[src/matinv_pkg.sv]
`default_nettype none

package matinv_pkg;

	////////////////////
	// Matrix geometry
	localparam int MAT_N      = 5;
	localparam int AUG_COLS   = 2 * MAT_N;
	localparam int ELEM_COUNT = MAT_N * MAT_N;
	localparam int OUT_COUNT  = ELEM_COUNT + MAT_N;

	////////////////////
	// Word and index widths
	localparam int WORD_W = 32;
	localparam int ROW_W  = $clog2(MAT_N);
	localparam int COL_W  = $clog2(AUG_COLS);
	localparam int ELEM_W = $clog2(ELEM_COUNT);

	////////////////////
	// Elimination FSM encoding
	localparam int STATE_W = 2;
	localparam logic [STATE_W-1:0] ST_IDLE   = 2'd0;
	localparam logic [STATE_W-1:0] ST_ELIM   = 2'd1;
	localparam logic [STATE_W-1:0] ST_CHECK  = 2'd2;
	localparam logic [STATE_W-1:0] ST_STREAM = 2'd3;

endpackage

`default_nettype wire

[src/matrix_loader.sv]
`timescale 1ns/10ps
`default_nettype none

module matrix_loader (
	input  wire                           clk,
	input  wire                           reset,
	input  wire                           in_valid,
	input  wire  [matinv_pkg::WORD_W-1:0] in_data,
	input  wire                           busy,
	output logic                          load_we,
	output logic [matinv_pkg::ROW_W-1:0]  load_row,
	output logic [matinv_pkg::COL_W-1:0]  load_col,
	output logic [matinv_pkg::WORD_W-1:0] load_data,
	output logic                          start
);
	import matinv_pkg::*;

	logic [ROW_W-1:0]  row_cnt;
	logic [COL_W-1:0]  col_cnt;
	logic [ELEM_W-1:0] elem_cnt;

	// Busy is not up yet while start is high, so block that cycle too
	assign load_we   = in_valid && !busy && !start;
	assign load_row  = row_cnt;
	assign load_col  = col_cnt;
	assign load_data = in_data;

	always_ff @(posedge clk)
	begin
		if (!reset)
		begin
			row_cnt  <= '0;
			col_cnt  <= '0;
			elem_cnt <= '0;
			start    <= 1'b0;
		end
		else
		begin
			start <= 1'b0;
			if (load_we)
			begin
				if (elem_cnt == ELEM_W'(ELEM_COUNT - 1))
				begin
					// Last element, hand over to the engine
					row_cnt  <= '0;
					col_cnt  <= '0;
					elem_cnt <= '0;
					start    <= 1'b1;
				end
				else
				begin
					elem_cnt <= elem_cnt + 1'b1;
					if (col_cnt == COL_W'(MAT_N - 1))
					begin
						col_cnt <= '0;
						row_cnt <= row_cnt + 1'b1;
					end
					else
					begin
						col_cnt <= col_cnt + 1'b1;
					end
				end
			end
		end
	end

endmodule

`default_nettype wire

[config.mk]
export PLATFORM = sky130hd
export DESIGN_NAME = matrix_loader
export DESIGN_NICKNAME = d
export VERILOG_FILES = /design/src/matinv_pkg.sv /design/src/matrix_loader.sv
export SDC_FILE = /design/constraint.sdc
export NUM_CORES = 1
export LEC_CHECK = 0
export ABC_AREA = 1
export BUFFER_PORTS_ARGS = -buffer_cell sky130_fd_sc_hd__buf_4
export CAP_MARGIN = 40
export CORE_MARGIN = 5
export CORE_UTILIZATION = 38
export CTS_CLUSTER_DIAMETER = 100
export DETAILED_ROUTE_END_ITERATION = 8
export PLACE_DENSITY = 0.85
export SLEW_MARGIN = 0
export SYNTH_ARGS = -nofsm -noshare
export SYNTH_HDL_FRONTEND = slang
export SYNTH_SLANG_ARGS = --single-unit
[constraint.sdc]
create_clock -name clk -period 1.8 [get_ports clk]
set_clock_uncertainty 0.2 [all_clocks]
set_input_delay 0.54 -clock clk [delete_from_list [all_inputs] [get_ports clk]]
set_output_delay 0.54 -clock clk [all_outputs]
set_load 0.02 [all_outputs]
==> reports/results.tsv, run 1 <==
metric	value	unit
netlist_top_cells_area	dfxtp_1 (28%), buf_4 (25%), nand2_1 (8.7%), inv_1 (7.5%), ha_1 (6.6%)	
max_cap_viol_count	0	
yosys_register_bits	13	
route.final.wire_length	1437	µm
remaining_global_route_overflow	0	
synth_xor_area_share	0.9272	%
antenna_diodes	0	
criticalPathCategory	in2out	
layout_worst_path_cycle_share	95.66	%
die_w	59.86	µm
netSwitchingFraction	25.98	%
place_inst	144	
root_buffer	clkbuf_4	
report.final.setup_viol	0	
worst_skew_pair.late_latency	0.29	ns
synthSimpleGateAreaFrac	26.49	%
internal-power	0.4051	mW
io_buffers	12	
postRouteAntennaNets	0	
synth.mux.area_fraction	0	%
area_growth_synth_to_finish	-8.742	%
leakage	0.3917	nW
detail_route.first_pass.iterations	4	
grt_antenna_before_repair	0	
power_frac_seq	54.9	%
cts_sinks	13	
setup_ws	0.07814	ns
share_clk_of_total_power	34.3	%
max-vdd-ir-drop	0.0002491	V
min_period	1.722	ns
final_core_density	35.44	%
std_cell_rows	18	
critPathRequiredTime	1.06	ns
synthesis.area	944.7	µm²
clk_pin_slew_worst_paths	0.08	ns
crit_fanout	2	
syn_inst	133	
fp.coreArea	2432	µm²
max_freq	580.8	MHz
final_cell_mix	nand2_1 (22), inv_1 (18), nor2_1 (14), buf_4 (14), dfxtp_1 (13)	
setup-tns-final	0	ns
cts_inserted_buffers	3	
cell_accounting_for_the_most_synthesized_area	dfxtp_1	
layout.cells.most_common	nand2_1	
hold_path_class	reg2reg	
timing.max_slew.rel_slack	86.81	%
run_status	complete, no violations	
start_kind	primary input	
synth-seq-area-share	27.55	%
post_synth_num_cell_types	16	
worstMarginPinSlew	0.1971	ns
min_delay_path_depth	2	
initial_utilization	38.84	%
gp_routability_congestion	0.8322	
combinationalPowerShare	10.8	%
critical_path_end_type	primary output	
place.detailed.hpwl	1090	µm
preCtsSetupSlack	0.04032	ns
reg2reg_depth	7	
drt-wirelength-per-cell	9.709	µm
critPathArrivalTime	0.98	ns
yosys.area.top_type_share	27.55	%
die_area	3583	µm²
post_cts_setup_buffer_count	0	
rsz0062_at_grt	false	
drt_drc_violations_left	0	
avgSynthCellArea	7.103	µm²
grt_pass1_vias	610	
fin_area	862.1	µm²
cts_max_path_buffers	2	
finalHoldViolCount	0	
drive_above_1_share	19.49	%
power-per-cell-area	634.8	nW/µm²
ios	77	
depth_of_the_cts_h_tree	1	
netSwitchingPower	0.1422	mW
synth_compound_gate_area_share	4.238	%
tritoncts	done	
final_slew_viol_count	0	
dpl_cell_area	835.8	µm²
pin_count_of_the_biggest_net_entering_global_routing	9	
fin_cells	148	
synth_top_family_by_area	buffers and inverters	
net_count_of_the_mapped_netlist	174	
die_h	59.86	µm
grt_pass1_wl	2428	µm
detail_route.vias_per_cell	4.466	
dr_total_vias	661	
nets	160	
post_synth_fa_ha_maj_area_fraction	6.623	%
yosys_warnings	0	
grt_use_total	9.389	%
drt-initial-drc-count	15	
path summary, 6_finish.rpt:
kind               startpoint     endpoint  slack, ns
setup / recovery         busy      load_we       0.08
hold / removal    elem_cnt[1]  elem_cnt[1]       0.29
setup reg to reg  load_col[0]  load_col[0]       0.31
hold reg to reg   elem_cnt[1]  elem_cnt[1]       0.29
power by group through the flow:
stage | logic, mW | clock network, mW | registers (mW)
2_1_floorplan | 0.138 | 0 | 0.310
3_3_place_gp | 0.0589 | 0 | 0.307
3_5_place_dp | 0.0600 | 0 | 0.307
4_1_cts | 0.0602 | 0.194 | 0.300
5_1_grt | 0.0680 | 0.203 | 0.302
6_report | 0.0593 | 0.188 | 0.300
per-stage QoR:
| stage | total power [mW] | hold slack [ns] |
|---|---|---|
| after floorplan | 0.4483 | 0.2497 |
| after global placement | 0.3660 | 0.2744 |
| after detailed placement | 0.3670 | 0.2815 |
| after CTS | 0.5540 | 0.2927 |
| after global routing | 0.5730 | 0.3271 |
| final | 0.5472 | 0.2891 |
state kept, by name, summed over array words and instances, names as in the netlist:
signal    flops
load_col      4
load_row      3
start         1
elem_cnt      5
cells by family after synthesis:
family / count (synthesis)
AO/OA/AOI/OAI: 8
buffers and inverters: 52
flip-flops: 13
AND/OR/NAND/NOR: 54
XOR/XNOR: 1
adder cells (fa/ha/maj): 5
cell type report:
cell class,count,area (µm²)
inverter,19,71.32
timing repair buffer,14,105.1
multi-input combinational,68,361.6
fill,263,1570
sequential,13,260.3
clock buffer,4,26.28
tap,30,37.54
synthesized netlist by cell type:
| cell | n |
|---|---|
| a21oi_1 | 6 |
| buf_4 | 32 |
| buf_6 | 1 |
| dfxtp_1 | 13 |
| ha_1 | 5 |
| inv_1 | 19 |
| nand2_1 | 22 |
| nand2_2 | 1 |
| nand2_4 | 2 |
| nand3_1 | 8 |
| nand3_2 | 1 |
| nor2_1 | 14 |
| nor2_4 | 1 |
| nor3_1 | 5 |
| o21ai_0 | 2 |
| xor2_1 | 1 |
layer usage:
| metal | vias to the layer above | global-route usage [%] | wire [µm] |
|---|---|---|---|
| li1 | 344 | - | - |
| met1 | 285 | 9.896 | 619 |
| met2 | 22 | 13.27 | 614 |
| met3 | 10 | 3.672 | 135 |
| met4 | 0 | 10.44 | 68 |
| met5 | - | 0 | 0 |
critical path: stages:
cell and delay [ns]:
buf_4 0.11, inv_2 0.06, nand2_2 0.06, nor2_4 0.08, buf_4 0.14
timing repair:
item                                    CTS  global route
endpoints found under the setup margin    0             1
hold buffers                              0             0
resized for setup                         0             1
Note: power is estimated with default switching activity, not from simulation.
==> run 2, diff against run 1 <==
--- a/config.mk
+++ b/config.mk
@@ -10,7 +10,6 @@
 export CAP_MARGIN = 40
 export CORE_MARGIN = 5
 export CORE_UTILIZATION = 38
-export CTS_CLUSTER_DIAMETER = 100
 export DETAILED_ROUTE_END_ITERATION = 8
 export PLACE_DENSITY = 0.85
 export SLEW_MARGIN = 0
==> constraint.sdc (replaced) <==
create_clock -name clk -period 1.8 [get_ports clk]
set_clock_uncertainty 0.2 [all_clocks]
set_input_delay 0.18 -clock clk [delete_from_list [all_inputs] [get_ports clk]]
set_output_delay 0.18 -clock clk [all_outputs]
set_load 0.02 [all_outputs]
==> reports/results.tsv, run 2 (same netlist as run 1, synthesis figures left out) <==
metric	value	unit	change
initial_utilization	38.84	%	unchanged
final_slew_viol_count	0		unchanged
finalHoldViolCount	0		unchanged
timing.rr.end	load_col[0]		
drt-initial-drc-count	22		+7
worstSetupStartpoint	load_col[0]		
cts_inserted_buffers	3		unchanged
postRouteAntennaNets	0		unchanged
leakage	0.3873	nW	-1.1%
run_status	complete, no violations		
grt_use_total	9.477	%	+0.089 points
pin_count_of_the_biggest_net_entering_global_routing	14		+5
detail_route.vias_per_cell	4.333		-3.0%
max_freq	669.5	MHz	+15%
critPathRequiredTime	1.81	ns	+0.75 ns
criticalPathCategory	reg2reg		
ios	77		unchanged
remaining_global_route_overflow	0		unchanged
start_kind	flip-flop		
critPathArrivalTime	1.51	ns	+0.53 ns
max-vdd-ir-drop	0.0003397	V	+36%
fp.coreArea	2432	µm²	unchanged
hold_path_class	in2reg		
io_buffers	12		unchanged
area_growth_synth_to_finish	-9.272	%	
timing.max_slew.rel_slack	82.19	%	-4.6 points
final_core_density	35.24	%	-0.21 points
drt-wirelength-per-cell	9.449	µm	-2.7%
max_cap_viol_count	0		unchanged
std_cell_rows	18		unchanged
setup.reg_to_reg.worst_slack	0.31	ns	about the same
gp_routability_congestion	0.7981		-4.1%
worstSetupEndpoint	load_col[0]		
setup-tns-final	0	ns	unchanged
place.detailed.hpwl	1070	µm	-1.8%
layout.cells.most_common	nand2_1		
reg2reg_depth	7		unchanged
route.final.wire_length	1389	µm	-3.3%
die_w	59.86	µm	unchanged
power-per-cell-area	626.8	nW/µm²	-1.3%
dr_total_vias	637		-3.6%
worstMarginPinSlew	0.2666	ns	+0.06949 ns
detail_route.first_pass.iterations	5		+1
die_h	59.86	µm	unchanged
depth_of_the_cts_h_tree	1		unchanged
largest_register_ffs	5		unchanged
antenna_diodes	0		unchanged
clk_pin_slew_worst_paths	0.08	ns	about the same
regMostFlops	elem_cnt		
rsz0062_at_grt	false		
report.final.setup_viol	0		unchanged
grt_antenna_before_repair	0		unchanged
grt_pass1_vias	618		+1.3%
layout_worst_path_cycle_share	82.99	%	-13 points
grt_pass1_wl	2477	µm	+2.0%
die_area	3583	µm²	unchanged
cts_sinks	13		unchanged
cts_max_path_buffers	2		unchanged
worst_skew_pair.late_latency	0.27	ns	-0.02 ns
final_cell_mix	nand2_1 (22), inv_1 (19), nor2_1 (14)		
tritoncts	done		
drive_above_1_share	17.09	%	-2.4 points
start_of_the_worst_register_to_register_path	load_col[0]		
critical_path_end_type	flip-flop		
drt_drc_violations_left	0		unchanged
root_buffer	clkbuf_4		
cts.repair.resized	0		unchanged
nets	159		-0.63%
crit_fanout	5		+3
min_period	1.494	ns	-0.2281 ns
run 2: cell count changes in the layout (fill, tap and decap cells not counted), sizes merged:
cell / change
buf: -2
dlygate4sd3: +1
run 2: area by class of cell:
cell class                 instances  area [µm²]
tap                               30       37.54
multi-input combinational         68       361.6
clock buffer                       4       26.28
inverter                          19       71.32
fill                             265        1575
timing repair buffer              13       100.1
sequential                        13       260.3
run 2: what timing repair did:
item / in CTS / in global routing
hold buffers: 1 / 0
setup buffers: 0 / 0
hold endpoints to repair: 2 / 0
run 2: power breakdown:
group          internal [mW]  total (mW)  switching (mW)
combinational         0.0234      0.0577          0.0343
clock                 0.0859       0.179          0.0934
sequential             0.294       0.300         0.00643
total                  0.403       0.537           0.134
run 2: worst min-delay path by stage:
stage,from,endpoint,cells past startpoint
final,in_valid,start,5
after global routing,in_valid,start,5
after CTS,in_valid,start,5
after detailed placement,in_data[10],load_data[10],0
after global placement,in_data[10],load_data[10],0
after floorplan,reset,start,2
run 2: per-stage QoR:
step | setup WS [ns] | hold slack (ns) | instances | power (mW) | cell area [µm²]
global placement | 0.3442 | 0.1601 | 142 | 0.3625 | 820.8
CTS | 0.3085 | 0.08568 | 147 | 0.5469 | 857.1
floorplan | 0.3406 | 0.1013 | 133 | 0.4483 | 944.7
detailed placement | 0.3325 | 0.1601 | 142 | 0.3638 | 820.8
global route | 0.1702 | 0.09443 | 147 | 0.5684 | 857.1
finish | 0.3063 | 0.09104 | 147 | 0.5372 | 857.1
run 2: metal layers:
metal  share of wire [%]  global-route usage (%)  up-vias
li1                    -                       -      341
met1                  44                   10.03      270
met2                  44                   13.73       22
met3                 9.1                   5.184        4
met4                 2.7                   7.595        0
met5                   0                       0        -
run 2: critical path, cell delays in order, from the launching register on:
cell	delay, ns
dfxtp_1	0.40
inv_1	0.08
ha_1	0.20
nand3_1	0.13
nor2_1	0.09
inv_1	0.09
nand3_1	0.12
a21oi_1	0.13
==> run 3, diff against run 2 <==
--- a/config.mk
+++ b/config.mk
@@ -9,9 +9,9 @@
 export BUFFER_PORTS_ARGS = -buffer_cell sky130_fd_sc_hd__buf_4
 export CAP_MARGIN = 40
 export CORE_MARGIN = 5
-export CORE_UTILIZATION = 38
+export CORE_UTILIZATION = 35
 export DETAILED_ROUTE_END_ITERATION = 8
-export PLACE_DENSITY = 0.85
+export PLACE_DENSITY = 0.82
 export SLEW_MARGIN = 0
 export SYNTH_ARGS = -nofsm -noshare
 export SYNTH_HDL_FRONTEND = slang
==> constraint.sdc (replaced) <==
create_clock -name clk -period 1.2 [get_ports clk]
set_clock_uncertainty 0.2 [all_clocks]
set_input_delay 0.12 -clock clk [delete_from_list [all_inputs] [get_ports clk]]
set_output_delay 0.12 -clock clk [all_outputs]
set_load 0.02 [all_outputs]
==> reports/results.tsv, run 3 (same netlist as run 1, synthesis figures left out) <==
metric	value	unit	change
place.detailed.hpwl	1506	µm	+41%
drive_above_1_share	55.15	%	+38 points
post_route_met1_wirelength	742	µm	+21%
critPathRequiredTime	1.18	ns	-0.63 ns
route.final.wire_length	2006	µm	+44%
largest_register_ffs	5		unchanged
crit_chain	inv_2 -> ha_4 -> nand2_4 -> nor2_4 -> nand2_4 -> nand2_8 -> buf_4 -> a21oi_2		
min_delay_path_depth	0		-5
reg2reg_depth	8		+1
min_period	1.343	ns	-0.1509 ns
antenna_diodes	0		unchanged
netSwitchingFraction	27.67	%	+2.7 points
die_h	61.95	µm	+3.5%
layout_worst_path_cycle_share	111.9	%	+29 points
share_clk_of_total_power	30.4	%	-3.0 points
fillCellCount	257		-3.0%
tritoncts	done		
power_frac_seq	49.1	%	-6.8 points
route.met3.wl	233	µm	+83%
report.final.setup_viol	13		+13
worstMarginPinSlew	0.1786	ns	-0.08801 ns
critPathArrivalTime	1.32	ns	-0.19 ns
run_status	complete, but fails checks		
rsz0062_at_grt	true		
finalHoldViolCount	0		unchanged
critPathMaxStageDelay	0.33	ns	-0.07 ns
crit_fanout	7		+2
criticalPathCategory	reg2reg		
hold_path_class	in2out		
detail_route.first_pass.iterations	4		-1
root_buffer	clkbuf_4		
timing.max_slew.rel_slack	88.08	%	+5.9 points
worstSetupStartpoint	elem_cnt[1]		
combinationalPowerShare	20.5	%	+9.8 points
min-delay-start	in_data[0]		
route.met2.wl	974	µm	+60%
leakage	0.5331	nW	+38%
grt_antenna_before_repair	0		unchanged
timing.rr.end	load_row[0]		
timing.critical_path.max_delay_family	simple AND/OR/NAND/NOR gates		
min_to	load_data[0]		
die_area	3838	µm²	+7.1%
final_slew_viol_count	0		unchanged
start_kind	flip-flop		
internal-power	0.6617	mW	+64%
postRouteAntennaNets	0		unchanged
clk_pin_slew_worst_paths	0.09	ns	about the same
cts_sinks	13		unchanged
remaining_global_route_overflow	0		unchanged
violations	setup timing		
pin_count_of_the_biggest_net_entering_global_routing	9		-5
depth_of_the_cts_h_tree	1		unchanged
detail_route.vias_per_cell	4.614		+6.5%
cts_max_path_buffers	2		unchanged
grt_pass1_wl	3298	µm	+33%
netSwitchingPower	0.2531	mW	+89%
power	0.9148	mW	+70%
std_cell_rows	18		unchanged
hold_ws	0.04001	ns	-0.05103 ns
dr_total_vias	766		+20%
max_cap_viol_count	0		unchanged
drt_drc_violations_left	0		unchanged
critPathBufInv	2		unchanged
worst_skew_pair.late_latency	0.28	ns	about the same
max-vdd-ir-drop	0.0006885	V	+100%
critical_path_end_type	flip-flop		
fp.coreArea	2522	µm²	+3.7%
place_inst	152		+7.0%
drt-initial-drc-count	16		-27%
final_core_density	48.46	%	+13 points
cts_inserted_buffers	3		unchanged
regMostFlops	elem_cnt		
initial_utilization	37.45	%	-1.4 points
ios	77		unchanged
setup.reg_to_reg.worst_slack	-0.14	ns	-0.45 ns
fin_cells	166		+13%
start_of_the_worst_register_to_register_path	elem_cnt[1]		
io_buffers	12		unchanged
nets	178		+12%
drt-wirelength-per-cell	12.08	µm	+28%
power-per-cell-area	748.4	nW/µm²	+19%
grt_use_total	11.64	%	+2.2 points
gp_routability_congestion	0.7913		-0.85%
topRoutingLayerUsed	met4		
final_cell_mix	nand2_1 (18), buf_4 (16), buf_6 (15)		
critPathMostFrequentCell	nand2_4		
area_growth_synth_to_finish	29.40	%	
layout.cells.most_common	nand2_1		
setup_ws	-0.1428	ns	-0.4491 ns
crit_slowest_cell	dfxtp_2		
max_freq	744.7	MHz	+11%
die_w	61.95	µm	+3.5%
grt_pass1_vias	805		+30%
[run 3: changes by cell type in the layout (fill, tap and decap cells not counted), moves of 3 or more]
cell     delta
buf_6      +15
inv_1       -8
inv_2       +6
ha_4        +3
a21oi_1     -3
nand2_2     +3
dfxtp_2     +6
dfxtp_1     -8
nor2_1      -5
a21oi_2     +3
nor2_4      +4
ha_1        -3
nand2_1     -4
buf_4       +4
[run 3: power by group through the flow]
| stage | clock network (mW) | logic (mW) | registers [mW] |
|---|---|---|---|
| final | 0.278 | 0.188 | 0.449 |
| after global routing | 0.315 | 0.204 | 0.451 |
| after CTS | 0.293 | 0.170 | 0.449 |
| after detailed placement | 0 | 0.131 | 0.460 |
| after global placement | 0 | 0.124 | 0.459 |
| after floorplan | 0 | 0.226 | 0.468 |
[run 3: per-layer routing]
layer	vias up	GRT usage (%)
met3	11	5.165
met5	-	0
met4	0	6.364
met2	35	19.38
li1	384	-
met1	336	12.20
[run 3: repair_timing]
action                                  CTS  global route
buffers inserted                          5             4
pin swaps                                10            10
hold endpoints to repair                 12            11
endpoints found under the setup margin   19            18
gates resized for setup                  28            11
[run 3: how the worst max path moves through the flow]
stage | to | slack [ns] | cells after the start
4_1_cts | load_row[2] | -0.12 | 9
6_report | load_row[0] | -0.14 | 8
3_5_place_dp | load_row[2] | -0.13 | 10
5_1_grt | load_row[2] | -0.21 | 9
3_3_place_gp | load_row[2] | -0.09 | 9
2_1_floorplan | load_row[2] | -0.04 | 9
[run 3: cell type report]
cell class                 instances  area [µm²]  area share (%)
clock inverter                     1       5.005          0.4094
sequential                        13       275.3           22.52
inverter                          19       76.32           6.244
timing repair buffer              32       299.0           24.46
multi-input combinational         68       506.7           41.45
tap                               30       37.54           3.071
clock buffer                       3       22.52           1.842
[run 3: through the flow]
stage | worst slack, ns | area [µm²] | setup TNS, ns
after global placement | -0.08786 | 978.4 | -0.6246
after floorplan | -0.03999 | 1027 | -0.1729
after CTS | -0.1169 | 1145 | -0.8750
after global routing | -0.2118 | 1222 | -1.991
final | -0.1428 | 1222 | -0.9665
after detailed placement | -0.1258 | 978.4 | -0.9432
